<file path="src/include/leaf_settings.svh">
`ifndef LEAF_SETTINGS_SVH
`define LEAF_SETTINGS_SVH

// **************************************************
// packet field widths
// **************************************************
`define LEAF_NUM_LEAF_BITS 5
`define LEAF_NUM_PORT_BITS 4
`define LEAF_NUM_ADDR_BITS 7
`define LEAF_PAYLOAD_BITS  32
`define LEAF_CFG_OUT_BITS  4

// **************************************************
// this leaf
// **************************************************
// words per user input queue
// must be a power of two
`define LEAF_FIFO_DEPTH 8
// leaf number that configuration packets must carry
`define LEAF_OWN_ID 5'd3

`endif

</file>
<file path="src/hdl/leaf_pkg.sv">
`include "leaf_settings.svh"

package leaf_pkg;

    // **************************************************
    // packet header
    // **************************************************
    // valid is the per-cycle strobe on the tree side
    typedef struct packed {
        logic                             valid;
        logic [`LEAF_NUM_LEAF_BITS-1:0]   leaf;
        logic [`LEAF_NUM_PORT_BITS-1:0]   port;
    } packet_hdr_t;

    // **************************************************
    // packet bodies
    // **************************************************
    // body of a data packet on port 1 to 4
    typedef struct packed {
        logic [`LEAF_NUM_ADDR_BITS-1:0]   addr;
        logic [`LEAF_PAYLOAD_BITS-1:0]    payload;
    } data_body_t;

    // body of a configuration packet on port 0
    typedef struct packed {
        logic [`LEAF_CFG_OUT_BITS-1:0]    cfg_out;
        logic [`LEAF_NUM_LEAF_BITS-1:0]   dest_leaf;
        logic [`LEAF_NUM_PORT_BITS-1:0]   dest_port;
        logic [`LEAF_NUM_ADDR_BITS + `LEAF_PAYLOAD_BITS - `LEAF_CFG_OUT_BITS
               - `LEAF_NUM_LEAF_BITS - `LEAF_NUM_PORT_BITS - 1:0] reserved;
    } cfg_body_t;

    // the same 39 bits read by header port number
    typedef union packed {
        data_body_t data;
        cfg_body_t  cfg;
    } packet_body_u;

    typedef struct packed {
        packet_hdr_t  hdr;
        packet_body_u body;
    } packet_t;

    // **************************************************
    // user side
    // **************************************************
    typedef logic [`LEAF_PAYLOAD_BITS-1:0] word_t;

    // one routing table entry
    typedef struct packed {
        logic [`LEAF_NUM_LEAF_BITS-1:0]   dest_leaf;
        logic [`LEAF_NUM_PORT_BITS-1:0]   dest_port;
    } route_t;

endpackage

</file>
<file path="src/hdl/leaf_i4o2.sv">
module leaf_i4o2 (
    input  logic              clk_400,
    input  logic              arst_n,
    input  leaf_pkg::packet_t din,
    output leaf_pkg::packet_t dout,
    input  logic              resend
);
    import leaf_pkg::*;

    logic [3:0] wr;
    word_t      wr_word;
    route_t     route_1;
    route_t     route_2;

    logic [3:0] in_vld;
    logic [3:0] in_ack;
    word_t      in_word [4];

    word_t      out_word_1;
    word_t      out_word_2;
    logic       out_vld_1;
    logic       out_vld_2;
    logic       out_ack_1;
    logic       out_ack_2;

    // **************************************************
    // tree to user
    // **************************************************
    leaf_rx_demux rx_demux_inst (
        .clk_400 (clk_400),
        .arst_n  (arst_n),
        .din     (din),
        .wr      (wr),
        .wr_word (wr_word),
        .route_1 (route_1),
        .route_2 (route_2)
    );

    // one queue per user input with index 0 for port 1
    for (genvar i = 0; i < 4; i++) begin : g_port
        leaf_port_fifo port_fifo_inst (
            .clk_400 (clk_400),
            .arst_n  (arst_n),
            .wr      (wr[i]),
            .wr_word (wr_word),
            .ack     (in_ack[i]),
            .vld     (in_vld[i]),
            .word    (in_word[i])
        );
    end

    user_kernel user_kernel_inst (
        .clk_400    (clk_400),
        .arst_n     (arst_n),
        .in_word_1  (in_word[0]),
        .in_word_2  (in_word[1]),
        .in_word_3  (in_word[2]),
        .in_word_4  (in_word[3]),
        .in_vld_1   (in_vld[0]),
        .in_vld_2   (in_vld[1]),
        .in_vld_3   (in_vld[2]),
        .in_vld_4   (in_vld[3]),
        .in_ack_1   (in_ack[0]),
        .in_ack_2   (in_ack[1]),
        .in_ack_3   (in_ack[2]),
        .in_ack_4   (in_ack[3]),
        .out_word_1 (out_word_1),
        .out_word_2 (out_word_2),
        .out_vld_1  (out_vld_1),
        .out_vld_2  (out_vld_2),
        .out_ack_1  (out_ack_1),
        .out_ack_2  (out_ack_2)
    );

    // **************************************************
    // user to tree
    // **************************************************
    leaf_tx_arbiter tx_arbiter_inst (
        .clk_400    (clk_400),
        .arst_n     (arst_n),
        .resend     (resend),
        .out_word_1 (out_word_1),
        .out_word_2 (out_word_2),
        .out_vld_1  (out_vld_1),
        .out_vld_2  (out_vld_2),
        .out_ack_1  (out_ack_1),
        .out_ack_2  (out_ack_2),
        .route_1    (route_1),
        .route_2    (route_2),
        .dout       (dout)
    );

endmodule

</file>
<file path="src/hdl/leaf_port_fifo.sv">
`include "leaf_settings.svh"

module leaf_port_fifo (
    input  logic            clk_400,
    input  logic            arst_n,
    input  logic            wr,
    input  leaf_pkg::word_t wr_word,
    input  logic            ack,
    output logic            vld,
    output leaf_pkg::word_t word
);
    import leaf_pkg::*;

    localparam int PTR_BITS = $clog2(`LEAF_FIFO_DEPTH);

    word_t               mem [`LEAF_FIFO_DEPTH];
    logic [PTR_BITS-1:0] head;
    logic [PTR_BITS-1:0] tail;
    logic [PTR_BITS:0]   count;
    logic                full;
    logic                push;
    logic                pop;

    // depth is a power of two, so the top count bit alone means full
    assign full = count[PTR_BITS];
    // writes while full are lost
    assign push = wr && !full;
    assign pop  = ack && vld;

    assign vld  = (count != '0);
    assign word = mem[head];

    always_ff @(posedge clk_400) begin
        if (push) begin
            mem[tail] <= wr_word;
        end
    end

    always_ff @(posedge clk_400 or negedge arst_n) begin
        if (!arst_n) begin
            head  <= '0;
            tail  <= '0;
            count <= '0;
        end else begin
            if (push) begin
                tail <= tail + 1'b1;
            end
            if (pop) begin
                head <= head + 1'b1;
            end
            case ({push, pop})
                2'b10:   count <= count + 1'b1;
                2'b01:   count <= count - 1'b1;
                default: count <= count;
            endcase
        end
    end

endmodule

</file>
<file path="src/hdl/leaf_rx_demux.sv">
`include "leaf_settings.svh"

module leaf_rx_demux (
    input  logic              clk_400,
    input  logic              arst_n,
    input  leaf_pkg::packet_t din,
    output logic [3:0]        wr,
    output leaf_pkg::word_t   wr_word,
    output leaf_pkg::route_t  route_1,
    output leaf_pkg::route_t  route_2
);
    import leaf_pkg::*;

    packet_hdr_t  hdr_q;
    packet_body_u body_q;
    logic         is_cfg;
    logic         cfg_hit;
    route_t       cfg_route;

    // input register
    always_ff @(posedge clk_400 or negedge arst_n) begin
        if (!arst_n) begin
            hdr_q <= '0;
        end else begin
            hdr_q <= din.hdr;
        end
    end

    always_ff @(posedge clk_400) begin
        if (din.hdr.valid) begin
            body_q <= din.body;
        end
    end

    // **************************************************
    // data packets to the port queues
    // **************************************************
    always_comb begin
        wr = '0;
        if (hdr_q.valid) begin
            case (hdr_q.port)
                4'd1:    wr = 4'b0001;
                4'd2:    wr = 4'b0010;
                4'd3:    wr = 4'b0100;
                4'd4:    wr = 4'b1000;
                default: wr = '0;
            endcase
        end
    end

    assign wr_word = body_q.data.payload;

    // **************************************************
    // configuration packets to the routing table
    // **************************************************
    assign is_cfg  = hdr_q.valid && (hdr_q.port == '0);
    // packets meant for another leaf leave the table alone
    assign cfg_hit = is_cfg && (hdr_q.leaf == `LEAF_OWN_ID);

    assign cfg_route.dest_leaf = body_q.cfg.dest_leaf;
    assign cfg_route.dest_port = body_q.cfg.dest_port;

    always_ff @(posedge clk_400 or negedge arst_n) begin
        if (!arst_n) begin
            route_1 <= '0;
            route_2 <= '0;
        end else if (cfg_hit) begin
            case (body_q.cfg.cfg_out)
                4'd1:    route_1 <= cfg_route;
                4'd2:    route_2 <= cfg_route;
                default: begin
                end
            endcase
        end
    end

endmodule

</file>
<file path="src/hdl/leaf_tx_arbiter.sv">
module leaf_tx_arbiter (
    input  logic              clk_400,
    input  logic              arst_n,
    input  logic              resend,
    input  leaf_pkg::word_t   out_word_1,
    input  leaf_pkg::word_t   out_word_2,
    input  logic              out_vld_1,
    input  logic              out_vld_2,
    output logic              out_ack_1,
    output logic              out_ack_2,
    input  leaf_pkg::route_t  route_1,
    input  leaf_pkg::route_t  route_2,
    output leaf_pkg::packet_t dout
);
    import leaf_pkg::*;

    logic    resend_q;
    logic    block;
    logic    hold;
    logic    grant_ok;
    // output 2 was the one served last
    logic    last_2;
    route_t  sel_route;
    word_t   sel_word;
    packet_t pkt;
    packet_t dout_q;

    // **************************************************
    // resend handling
    // **************************************************
    // the line stays quiet while resend is high and one cycle after it
    assign block    = resend | resend_q;
    // a packet caught by resend waits in the output register
    assign hold     = dout_q.hdr.valid & block;
    assign grant_ok = !resend && !hold;

    // **************************************************
    // round robin grant
    // **************************************************
    always_comb begin
        out_ack_1 = 1'b0;
        out_ack_2 = 1'b0;
        if (grant_ok) begin
            if (out_vld_1 && (!out_vld_2 || last_2)) begin
                out_ack_1 = 1'b1;
            end else if (out_vld_2) begin
                out_ack_2 = 1'b1;
            end
        end
    end

    assign sel_route = out_ack_2 ? route_2 : route_1;
    assign sel_word  = out_ack_2 ? out_word_2 : out_word_1;

    // packet build with the addr field left at zero
    always_comb begin
        pkt                   = '0;
        pkt.hdr.valid         = 1'b1;
        pkt.hdr.leaf          = sel_route.dest_leaf;
        pkt.hdr.port          = sel_route.dest_port;
        pkt.body.data.addr    = '0;
        pkt.body.data.payload = sel_word;
    end

    always_ff @(posedge clk_400 or negedge arst_n) begin
        if (!arst_n) begin
            resend_q <= 1'b0;
            last_2   <= 1'b1;
            dout_q   <= '0;
        end else begin
            resend_q <= resend;
            if (out_ack_1 || out_ack_2) begin
                dout_q <= pkt;
                last_2 <= out_ack_2;
            end else if (!block) begin
                // current word went out this cycle
                dout_q <= '0;
            end
        end
    end

    assign dout = block ? '0 : dout_q;

endmodule

</file>
<file path="src/hdl/user_kernel.sv">
module user_kernel (
    input  logic            clk_400,
    input  logic            arst_n,
    input  leaf_pkg::word_t in_word_1,
    input  leaf_pkg::word_t in_word_2,
    input  leaf_pkg::word_t in_word_3,
    input  leaf_pkg::word_t in_word_4,
    input  logic            in_vld_1,
    input  logic            in_vld_2,
    input  logic            in_vld_3,
    input  logic            in_vld_4,
    output logic            in_ack_1,
    output logic            in_ack_2,
    output logic            in_ack_3,
    output logic            in_ack_4,
    output leaf_pkg::word_t out_word_1,
    output leaf_pkg::word_t out_word_2,
    output logic            out_vld_1,
    output logic            out_vld_2,
    input  logic            out_ack_1,
    input  logic            out_ack_2
);
    import leaf_pkg::*;

    // bit 0 is the sum unit, bit 1 the xor unit
    logic [1:0] take;
    logic [1:0] res_vld;
    word_t      sum_q;
    word_t      xor_q;

    // a pair is taken when both words wait and the result slot is free
    assign take[0] = in_vld_1 & in_vld_2 & ~res_vld[0];
    assign take[1] = in_vld_3 & in_vld_4 & ~res_vld[1];

    assign in_ack_1 = take[0];
    assign in_ack_2 = take[0];
    assign in_ack_3 = take[1];
    assign in_ack_4 = take[1];

    always_ff @(posedge clk_400 or negedge arst_n) begin
        if (!arst_n) begin
            res_vld <= '0;
        end else begin
            res_vld[0] <= take[0] | (res_vld[0] & ~out_ack_1);
            res_vld[1] <= take[1] | (res_vld[1] & ~out_ack_2);
        end
    end

    // sum wraps at 32 bits
    always_ff @(posedge clk_400) begin
        if (take[0]) begin
            sum_q <= in_word_1 + in_word_2;
        end
        if (take[1]) begin
            xor_q <= in_word_3 ^ in_word_4;
        end
    end

    assign out_vld_1  = res_vld[0];
    assign out_vld_2  = res_vld[1];
    assign out_word_1 = sum_q;
    assign out_word_2 = xor_q;

endmodule

</file>
<file path="config.mk">
export PLATFORM = sky130hd
export DESIGN_NAME = leaf_i4o2
export DESIGN_NICKNAME = d
export VERILOG_FILES = /design/src/hdl/leaf_pkg.sv /design/src/hdl/leaf_i4o2.sv /design/src/hdl/leaf_port_fifo.sv /design/src/hdl/leaf_rx_demux.sv /design/src/hdl/leaf_tx_arbiter.sv /design/src/hdl/user_kernel.sv
export VERILOG_INCLUDE_DIRS = /design/src /design/src/include
export SDC_FILE = /design/constraint.sdc
export NUM_CORES = 1
export LEC_CHECK = 0
export BUFFER_PORTS_ARGS = -buffer_cell sky130_fd_sc_hd__buf_4
export CAP_MARGIN = 10
export CORE_MARGIN = 8
export CORE_UTILIZATION = 60
export CTS_BUF_LIST = sky130_fd_sc_hd__clkbuf_4 sky130_fd_sc_hd__clkbuf_8
export CTS_CLUSTER_SIZE = 28
export DETAILED_ROUTE_END_ITERATION = 6
export GPL_ROUTABILITY_DRIVEN = 0
export HOLD_SLACK_MARGIN = 0.05
export PLACE_DENSITY = 0.77
export SKIP_LAST_GASP = 1
export SLEW_MARGIN = 15
export SYNTH_ARGS = -nofsm -noshare
export SYNTH_HDL_FRONTEND = slang
export SYNTH_SLANG_ARGS = --single-unit
</file>
<file path="constraint.sdc">
create_clock -name clk_400 -period 8.8 [get_ports clk_400]
set_input_delay 0.44 -clock clk_400 [delete_from_list [all_inputs] [get_ports clk_400]]
set_output_delay 0.44 -clock clk_400 [all_outputs]
set_load 0.01 [all_outputs]
</file>
==> metrics.txt, run 1 <==
# TYPE chip_impl_metric gauge
chip_impl_metric{name="drv_cap",unit=""} 0
chip_impl_metric{name="max_freq",unit="GHz"} 0.1951
chip_impl_info{name="hold_path_class",value="primary input to register"} 1
chip_impl_metric{name="setup_viol",unit=""} 0
chip_impl_metric{name="die-width",unit="um"} 300.8
chip_impl_metric{name="routed_via_density",unit=""} 6.321
chip_impl_metric{name="dr.first_iter.drc_count",unit=""} 2832
chip_impl_metric{name="max_stage_delay",unit="ns"} 0.80
chip_impl_info{name="critPathCaptureType",value="register"} 1
chip_impl_metric{name="slew-limit-headroom",unit=""} 0.2076
chip_impl_metric{name="worst_pin_slew",unit="ns"} 1.189
chip_impl_metric{name="antenna_violating_nets_post_route",unit=""} 0
chip_impl_metric{name="postSynthRegisterBits",unit=""} 1241
chip_impl_metric{name="global_route.usage.total",unit=""} 0.2386
chip_impl_metric{name="static-leakage-power",unit="nW"} 19.13
chip_impl_metric{name="synth-edff-count",unit=""} 1127
chip_impl_metric{name="drc_errors",unit=""} 4
chip_impl_metric{name="vias_in_the_first_global_route",unit=""} 25123
chip_impl_metric{name="grt_max_degree",unit=""} 67
chip_impl_metric{name="fillerInstances",unit=""} 4791
chip_impl_metric{name="power.total",unit="W"} 0.01811
chip_impl_metric{name="synth.avg_cell_area",unit="um^2"} 20.60
chip_impl_metric{name="power_switching_share",unit=""} 0.3247
chip_impl_metric{name="global_route.overflow_total",unit=""} 0
chip_impl_metric{name="final_area",unit="mm^2"} 0.05538
chip_impl_metric{name="power.switching",unit="W"} 0.005880
chip_impl_metric{name="peakVddDrop",unit="mV"} 0.2081
chip_impl_metric{name="clk_path_buf_depth",unit=""} 3
chip_impl_info{name="cpLargestDelayFamily",value="compound AO/OA/AOI/OAI gates"} 1
chip_impl_metric{name="cts_htree_levels",unit=""} 4
chip_impl_metric{name="finalMaxSlewViolations",unit=""} 0
chip_impl_metric{name="reg2reg_slack",unit="ns"} 3.67
chip_impl_metric{name="synthesized_netlist_cell_count",unit=""} 2363
chip_impl_metric{name="power.combinational.fraction",unit=""} 0.320
chip_impl_metric{name="ys_async_sr_fraction",unit=""} 0.09186
chip_impl_metric{name="worst-path-max-fanout",unit=""} 37
chip_impl_metric{name="core_region_area",unit="mm^2"} 0.08042
chip_impl_metric{name="wire_length_reported_by_the_detailed_router",unit="um"} 107200
chip_impl_info{name="critical_path.startpoint_type",value="register"} 1
chip_impl_metric{name="reg_clk_slew_reported_paths",unit="ns"} 0.06
chip_impl_metric{name="crit_buf_inv",unit=""} 1
chip_impl_metric{name="floorplan.io_pins",unit=""} 101
chip_impl_metric{name="clock-sinks",unit=""} 1241
chip_impl_metric{name="post-cts-setup-buffer-count",unit=""} 0
chip_impl_metric{name="internal-power",unit="W"} 0.01223
chip_impl_metric{name="area_growth_syn_to_layout",unit="%"} 13.78
chip_impl_metric{name="reg2reg_depth",unit=""} 11
chip_impl_metric{name="antenna_found_initial",unit=""} 2
chip_impl_metric{name="whs_path_cells",unit=""} 1
chip_impl_metric{name="hpwl",unit="um"} 61890
chip_impl_metric{name="worstPathRequired",unit="ns"} 9.35
chip_impl_metric{name="finalHoldViolations",unit=""} 0
chip_impl_metric{name="initial_core_util",unit=""} 0.6053
chip_impl_info{name="holdPathEnd",value="rx_demux_inst.hdr_q[9]"} 1
chip_impl_metric{name="utilization",unit=""} 0.6887
chip_impl_metric{name="numPortBuffers",unit=""} 93
chip_impl_info{name="cp_cell_sequence",value="buf_4 -> mux4_2 -> mux2_2 -> ha_1 -> nor2b_1 -> o2111ai_1 -> a21oi_1 -> a31oi_1 -> o41ai_2 -> a41oi_1 -> xnor2_1"} 1
chip_impl_info{name="failed_checks",value="DRC"} 1
chip_impl_metric{name="cell_area_after_synthesis",unit="mm^2"} 0.04868
chip_impl_metric{name="synth.distinct_cells",unit=""} 57
chip_impl_metric{name="yosysWarningCount",unit=""} 0
chip_impl_metric{name="num_rows",unit=""} 104
chip_impl_metric{name="post_cts_repair_resize_count",unit=""} 0
chip_impl_metric{name="detail_route.wl_per_cell",unit="um"} 27.64
chip_impl_metric{name="clock_latency_on_the_worst_skew_pair",unit="ns"} 0.83
chip_impl_metric{name="drtPass1Iterations",unit=""} 7
chip_impl_info{name="postSynth.topFlopCell",value="sky130_fd_sc_hd__edfxtp_1"} 1
chip_impl_metric{name="seqPwrFrac",unit=""} 0.424
chip_impl_metric{name="vias",unit=""} 24506
chip_impl_metric{name="seq_area_frac_synth",unit=""} 0.7539
chip_impl_metric{name="floorplan.die_area",unit="mm^2"} 0.09050
chip_impl_metric{name="global_route_wire_length_before_repair",unit="um"} 159600
chip_impl_metric{name="power_per_cell_area",unit="mW/mm^2"} 327.0
chip_impl_metric{name="finalSetupTns",unit="ns"} 0
chip_impl_metric{name="final_period_minus_worst_setup_slack",unit="ns"} 5.125
chip_impl_metric{name="min_period_over_period",unit=""} 0.5824
chip_impl_info{name="worstReg2RegEnd",value="user_kernel_inst.out_word_1[30]"} 1
chip_impl_metric{name="power_frac_clock",unit=""} 0.256
chip_impl_metric{name="placed_cells_incl_taps",unit=""} 3473
chip_impl_info{name="critical_path.slowest_cell",value="sky130_fd_sc_hd__dfrtp_4"} 1
chip_impl_info{name="setup.worst_path.class",value="register to register"} 1
chip_impl_metric{name="placed_cell_area",unit="mm^2"} 0.05098
chip_impl_metric{name="stdcell_count",unit=""} 3877
chip_impl_metric{name="fp.dieH",unit="um"} 300.8
chip_impl_metric{name="fin_skew",unit="ns"} 0.03584
chip_impl_metric{name="final_nets",unit=""} 2766
chip_impl_info{name="holdCritStartpoint",value="din[48]"} 1
chip_impl_info{name="cts_tree",value="built"} 1
chip_impl_info{name="run_status",value="complete, but fails checks"} 1
chip_impl_metric{name="cts-buffers-inserted",unit=""} 188
chip_impl_info{name="rsz0062_at_grt",value="false"} 1
chip_impl_metric{name="layout-drive-gt1-share",unit=""} 0.3054
chip_impl_metric{name="arrival",unit="ns"} 5.68
chip_impl_info{name="critical_path.reg2reg.startpoint",value="g_port[1].port_fifo_inst.head[0]"} 1
chip_impl_info{name="root_buffer_cell",value="sky130_fd_sc_hd__clkbuf_8"} 1
[logic make-up after synthesis]
kind of cell | Yosys count | share of synthesized area
compound gates | 171 | 0.02640
xor+xnor | 91 | 0.01637
fa+ha+maj | 55 | 0.01475
buf+inv | 173 | 0.01445
flops | 1241 | 0.7539
mux | 408 | 0.1518
other cells | 1 | 0.00007704
simple gates | 223 | 0.02221
[layout make-up]
type	count	area (um^2)	share of cell area
inverter	66	247.7	0.004473
antenna	1	2.502	0.00004518
clock buffer	268	3294	0.05949
tap	1060	1326	0.02395
clock inverter	79	456.7	0.008246
multi-input combinational	955	11560	0.2087
timing repair buffer	207	1774	0.03204
sequential	1241	36720	0.6631
[cells in the final DEF, fill, tap and decap left out, drive strengths merged, types with 3 or more instances in the layout]
master and instances:
a211o 3, a211oi 3, a21o 22, a21oi 43
a222oi 42, a31oi 3, and2 43, and3 7
buf 157, clkbuf 268, clkinv 65, clkinvlp 5
conb 7, dfrtp 113, dlygate4sd3 50, edfxtp 1127
fa 4, ha 51, inv 74, mux2 83
mux2i 69, mux4 256, nand2 66, nand2b 15
nand4 6, nor2 52, nor2b 3, nor3 18
nor3b 4, nor4 5, o21a 5, o21ai 24
o21bai 7, xnor2 36, xor2 55
[routing by layer]
layer	share of wire	GRT usage	up-vias
met4	0.023	0.07402	0
met2	0.48	0.3706	1341
met5	0	0	-
met3	0.098	0.05447	189
met1	0.40	0.3410	12773
li1	-	-	10203
[cells in the mapped netlist, types with 4 or more instances]
cell | instances | share of area
sky130_fd_sc_hd__a21oi_1 | 43 | 0.0044
sky130_fd_sc_hd__nand2b_1 | 15 | 0.0019
sky130_fd_sc_hd__buf_4 | 7 | 0.0011
sky130_fd_sc_hd__xor2_1 | 55 | 0.0099
sky130_fd_sc_hd__and2_1 | 43 | 0.0055
sky130_fd_sc_hd__nand4_1 | 6 | 0.00077
sky130_fd_sc_hd__clkbuf_1 | 66 | 0.0051
sky130_fd_sc_hd__fa_1 | 4 | 0.0016
sky130_fd_sc_hd__buf_1 | 12 | 0.00093
sky130_fd_sc_hd__and3_1 | 7 | 0.00090
sky130_fd_sc_hd__nor4_1 | 5 | 0.00064
sky130_fd_sc_hd__o21ai_0 | 20 | 0.0021
sky130_fd_sc_hd__nor3b_1 | 4 | 0.00062
sky130_fd_sc_hd__buf_2 | 22 | 0.0023
sky130_fd_sc_hd__o21ai_1 | 4 | 0.00041
sky130_fd_sc_hd__o21a_1 | 5 | 0.00077
sky130_fd_sc_hd__edfxtp_1 | 1127 | 0.70
sky130_fd_sc_hd__nand2_1 | 66 | 0.0051
sky130_fd_sc_hd__dfrtp_1 | 113 | 0.058
sky130_fd_sc_hd__ha_1 | 51 | 0.013
sky130_fd_sc_hd__o21bai_1 | 7 | 0.0011
sky130_fd_sc_hd__mux2_2 | 83 | 0.019
sky130_fd_sc_hd__mux2i_1 | 69 | 0.014
sky130_fd_sc_hd__inv_1 | 66 | 0.0051
sky130_fd_sc_hd__a21o_1 | 20 | 0.0031
sky130_fd_sc_hd__a222oi_1 | 42 | 0.0086
sky130_fd_sc_hd__xnor2_1 | 36 | 0.0065
sky130_fd_sc_hd__nor3_1 | 18 | 0.0019
sky130_fd_sc_hd__mux4_2 | 256 | 0.12
sky130_fd_sc_hd__nor2_1 | 52 | 0.0040
[registers in the layout, summed over array words and instances, names as in the netlist, 12 cells and up]
signal                       count
g_port.port_fifo_inst.count     16
g_port.port_fifo_inst.head      12
g_port.port_fifo_inst.mem     1024
g_port.port_fifo_inst.tail      12
rx_demux_inst.body_q            39
tx_arbiter_inst.dout_q          42
user_kernel_inst.out_word_1     32
user_kernel_inst.out_word_2     32
[power groups by stage]
stage	sequential, W	clock (W)	combinational, W
2_1_floorplan	0.00738	0	0.00440
3_3_place_gp	0.00777	0	0.00553
3_5_place_dp	0.00780	0	0.00569
4_1_cts	0.00769	0.00472	0.00575
5_1_grt	0.00774	0.00497	0.00619
6_report	0.00768	0.00463	0.00579
[how the worst max path moves through the flow]
stage	start	to	slack [ns]	cells past startpoint
after floorplan	rx_demux_inst.hdr_q[3]	g_port[2].port_fifo_inst.mem[0][0]	4.70	7
after global placement	g_port[1].port_fifo_inst.head[0]	user_kernel_inst.out_word_1[30]	3.77	11
after detailed placement	g_port[1].port_fifo_inst.head[0]	user_kernel_inst.out_word_1[29]	3.70	12
after CTS	g_port[1].port_fifo_inst.head[0]	user_kernel_inst.out_word_1[29]	3.68	12
after global routing	g_port[1].port_fifo_inst.head[0]	user_kernel_inst.out_word_1[29]	3.43	12
final	g_port[1].port_fifo_inst.head[0]	user_kernel_inst.out_word_1[30]	3.67	11
[per-stage QoR]
| stage | setup slack (ns) | hold WS (ns) |
|---|---|---|
| after floorplan | 4.698 | 0.1444 |
| after global placement | 3.772 | 0.4606 |
| after detailed placement | 3.701 | 0.4649 |
| after CTS | 3.675 | 0.1339 |
| after global routing | 3.425 | 0.1714 |
| final | 3.675 | 0.1986 |
[repair_timing]
item / CTS / global route
hold buffers: 50 / 0
hold endpoints to repair: 113 / 0
setup endpoints to repair: 0 / 0
Power figures use the tool's default switching activity.
==> inputs of run 2 (changes only) <==
CORE_UTILIZATION = 59   (was 60)
PLACE_DENSITY = 0.79   (was 0.77)
clock period = 4.28 ns   (was 8.8 ns; I/O delays follow)
==> metrics.txt, run 2 (synthesis results as in run 1) <==
# TYPE chip_impl_metric gauge
chip_impl_info{name="run_status",value="complete, but fails checks"} 1
chip_impl_info{name="failed_checks",value="DRC"} 1
chip_impl_metric{name="crit_buf_inv",unit=""} 2
chip_impl_metric{name="antenna_found_initial",unit=""} 1
chip_impl_info{name="setup.worst_path.class",value="register to register"} 1
chip_impl_metric{name="initial_core_util",unit=""} 0.5947
chip_impl_info{name="root_buffer_cell",value="sky130_fd_sc_hd__clkbuf_8"} 1
chip_impl_metric{name="arrival",unit="ns"} 4.77
chip_impl_metric{name="vias_in_the_first_global_route",unit=""} 25376
chip_impl_metric{name="peakVddDrop",unit="mV"} 0.4297
chip_impl_metric{name="global_route_wire_length_before_repair",unit="um"} 159700
chip_impl_info{name="layout.cells.most_common_list",value="sky130_fd_sc_hd__edfxtp_1 (1127), sky130_fd_sc_hd__mux4_2 (256), sky130_fd_sc_hd__clkbuf_8 (200)"} 1
chip_impl_metric{name="drv_cap",unit=""} 0
chip_impl_metric{name="max_stage_delay",unit="ns"} 0.60
chip_impl_metric{name="reg_clk_slew_reported_paths",unit="ns"} 0.06
chip_impl_metric{name="cts_htree_levels",unit=""} 4
chip_impl_metric{name="placed_cells_incl_taps",unit=""} 3496
chip_impl_metric{name="power_per_cell_area",unit="mW/mm^2"} 673.7
chip_impl_info{name="cts_tree",value="built"} 1
chip_impl_metric{name="drtPass1Iterations",unit=""} 7
chip_impl_metric{name="global_route.overflow_total",unit=""} 0
chip_impl_metric{name="vias",unit=""} 24810
chip_impl_metric{name="min_period_over_period",unit=""} 0.9830
chip_impl_metric{name="floorplan.die_area",unit="mm^2"} 0.09195
chip_impl_metric{name="fin_skew",unit="ns"} 0.03929
chip_impl_metric{name="num_rows",unit=""} 105
chip_impl_metric{name="area_growth_syn_to_layout",unit="%"} 14.64
chip_impl_info{name="critical_path.startpoint_type",value="register"} 1
chip_impl_metric{name="regArea",unit="mm^2"} 0.03672
chip_impl_info{name="hold_path_class",value="primary input to register"} 1
chip_impl_info{name="final_common_cell",value="sky130_fd_sc_hd__edfxtp_1"} 1
chip_impl_info{name="cp_cell_sequence",value="buf_12 -> buf_4 -> mux4_2 -> mux2_2 -> ha_1 -> a21o_1 -> a31o_1 -> a31o_2 -> a31oi_1 -> o41ai_4 -> a41oi_1 -> xnor2_1"} 1
chip_impl_metric{name="core_region_area",unit="mm^2"} 0.08185
chip_impl_metric{name="floorplan.io_pins",unit=""} 101
chip_impl_metric{name="grt_max_degree",unit=""} 54
chip_impl_metric{name="worstPathRequired",unit="ns"} 4.84
chip_impl_info{name="max_flop_register",value="g_port.port_fifo_inst.mem"} 1
chip_impl_metric{name="final_period_minus_worst_setup_slack",unit="ns"} 4.207
chip_impl_metric{name="clock-sinks",unit=""} 1241
chip_impl_metric{name="wire_length_reported_by_the_detailed_router",unit="um"} 108700
chip_impl_metric{name="global_route.usage.total",unit=""} 0.2374
chip_impl_metric{name="setup_viol",unit=""} 0
chip_impl_metric{name="clock_latency_on_the_worst_skew_pair",unit="ns"} 0.82
chip_impl_metric{name="stdcell_count",unit=""} 3921
chip_impl_metric{name="multi_input_comb_area",unit="mm^2"} 0.01156
chip_impl_info{name="critPathCaptureType",value="register"} 1
chip_impl_metric{name="antenna_violating_nets_post_route",unit=""} 0
chip_impl_metric{name="holdWs",unit="ns"} 0.1255
chip_impl_metric{name="clk_path_buf_depth",unit=""} 3
chip_impl_info{name="cpLargestDelayFamily",value="compound AO/OA/AOI/OAI gates"} 1
chip_impl_metric{name="fillerInstances",unit=""} 4834
chip_impl_info{name="rsz0062_at_grt",value="true"} 1
chip_impl_metric{name="post-cts-setup-buffer-count",unit=""} 0
chip_impl_metric{name="dr.first_iter.drc_count",unit=""} 3132
chip_impl_metric{name="max_freq",unit="GHz"} 0.2377
chip_impl_metric{name="hpwl",unit="um"} 62440
chip_impl_info{name="critical_path.slowest_cell",value="sky130_fd_sc_hd__dfrtp_4"} 1
chip_impl_metric{name="fp.dieH",unit="um"} 303.2
chip_impl_metric{name="finalHoldViolations",unit=""} 0
chip_impl_metric{name="final_nets",unit=""} 2797
chip_impl_metric{name="slew-limit-headroom",unit=""} 0.2116
chip_impl_metric{name="finalMaxSlewViolations",unit=""} 0
chip_impl_metric{name="layout-drive-gt1-share",unit=""} 0.3067
chip_impl_metric{name="detail_route.wl_per_cell",unit="um"} 27.73
chip_impl_metric{name="drc_errors",unit=""} 3
chip_impl_metric{name="largest_reg_flops",unit=""} 1024
chip_impl_info{name="reg_top3",value="g_port.port_fifo_inst.mem x1024, tx_arbiter_inst.dout_q x42, rx_demux_inst.body_q x39"} 1
chip_impl_metric{name="utilization",unit=""} 0.6818
chip_impl_metric{name="routed_via_density",unit=""} 6.327
chip_impl_metric{name="numPortBuffers",unit=""} 93
chip_impl_metric{name="static-leakage-power",unit="nW"} 19.33
chip_impl_metric{name="finalSetupTns",unit="ns"} 0
chip_impl_metric{name="worst_pin_slew",unit="ns"} 1.183
chip_impl_metric{name="cts-buffers-inserted",unit=""} 183
chip_impl_metric{name="worst-path-max-fanout",unit=""} 16
chip_impl_metric{name="die-width",unit="um"} 303.2
## run 2: cell types whose count changed in the layout (fill, tap and decap cells not counted), moves of 2 or more
cell and delta:
sky130_fd_sc_hd__buf_6 +2, sky130_fd_sc_hd__bufinv_16 +2, sky130_fd_sc_hd__clkbuf_4 +3, sky130_fd_sc_hd__dlygate4sd3_1 +20
sky130_fd_sc_hd__buf_8 +2, sky130_fd_sc_hd__inv_12 -2, sky130_fd_sc_hd__buf_12 +6, sky130_fd_sc_hd__buf_4 +6
sky130_fd_sc_hd__clkbuf_8 -5
## run 2: final timing paths
| kind | to | slack, ns | cells after the start | start |
|---|---|---|---|---|
| min in group asynchronous | tx_arbiter_inst.dout_q[28] | 0.17 | 3 | arst_n |
| setup reg to reg | user_kernel_inst.out_word_1[30] | 0.07 | 12 | g_port[1].port_fifo_inst.head[0] |
| max in group asynchronous | g_port[1].port_fifo_inst.head[0] | 2.83 | 3 | arst_n |
| hold reg to reg | tx_arbiter_inst.dout_q[47] | 0.48 | 2 | tx_arbiter_inst.dout_q[47] |
| setup / recovery | user_kernel_inst.out_word_1[30] | 0.07 | 12 | g_port[1].port_fifo_inst.head[0] |
| hold / removal | rx_demux_inst.body_q[29] | 0.13 | 2 | din[29] |
## run 2: final cells by class
class,count,area share
Tap cell,1070,0.02399
Clock inverter,79,0.008700
Multi-Input combinational cell,955,0.2073
Antenna cell,1,0.00004485
Clock buffer,266,0.05821
Sequential cell,1241,0.6581
Timing Repair Buffer,243,0.03928
Inverter,66,0.004440
## run 2: metal layers
metal | wire, um | part of all wire | global-route usage
met5 | 0 | 0 | 0
met1 | 42340 | 0.39 | 0.3320
met4 | 2552 | 0.023 | 0.07526
met3 | 12130 | 0.11 | 0.06037
met2 | 51720 | 0.48 | 0.3712
## run 2: repair_timing
| item | 4_1_cts | 5_1_grt |
|---|---|---|
| setup endpoints to repair | 0 | 6 |
| resized for setup | 0 | 2 |
| hold endpoints to repair | 206 | 0 |
| hold buffers | 70 | 0 |
## run 2: where the power goes
group	leakage [nW]	internal (W)	switching, W
Clock	1.98	0.00509	0.00443
Combinational	5.73	0.00570	0.00646
Sequential	11.6	0.0146	0.00133
## run 2: through the flow
step           power [W]  setup WS (ns)  instance area, um^2
3_3_place_gp     0.02758         0.2743                51170
6_report         0.03759        0.07264                55800
4_1_cts          0.03756         0.1524                55600
3_5_place_dp     0.02799         0.1985                51170
5_1_grt          0.03916       -0.03652                55800
2_1_floorplan    0.02423         0.1776                48700
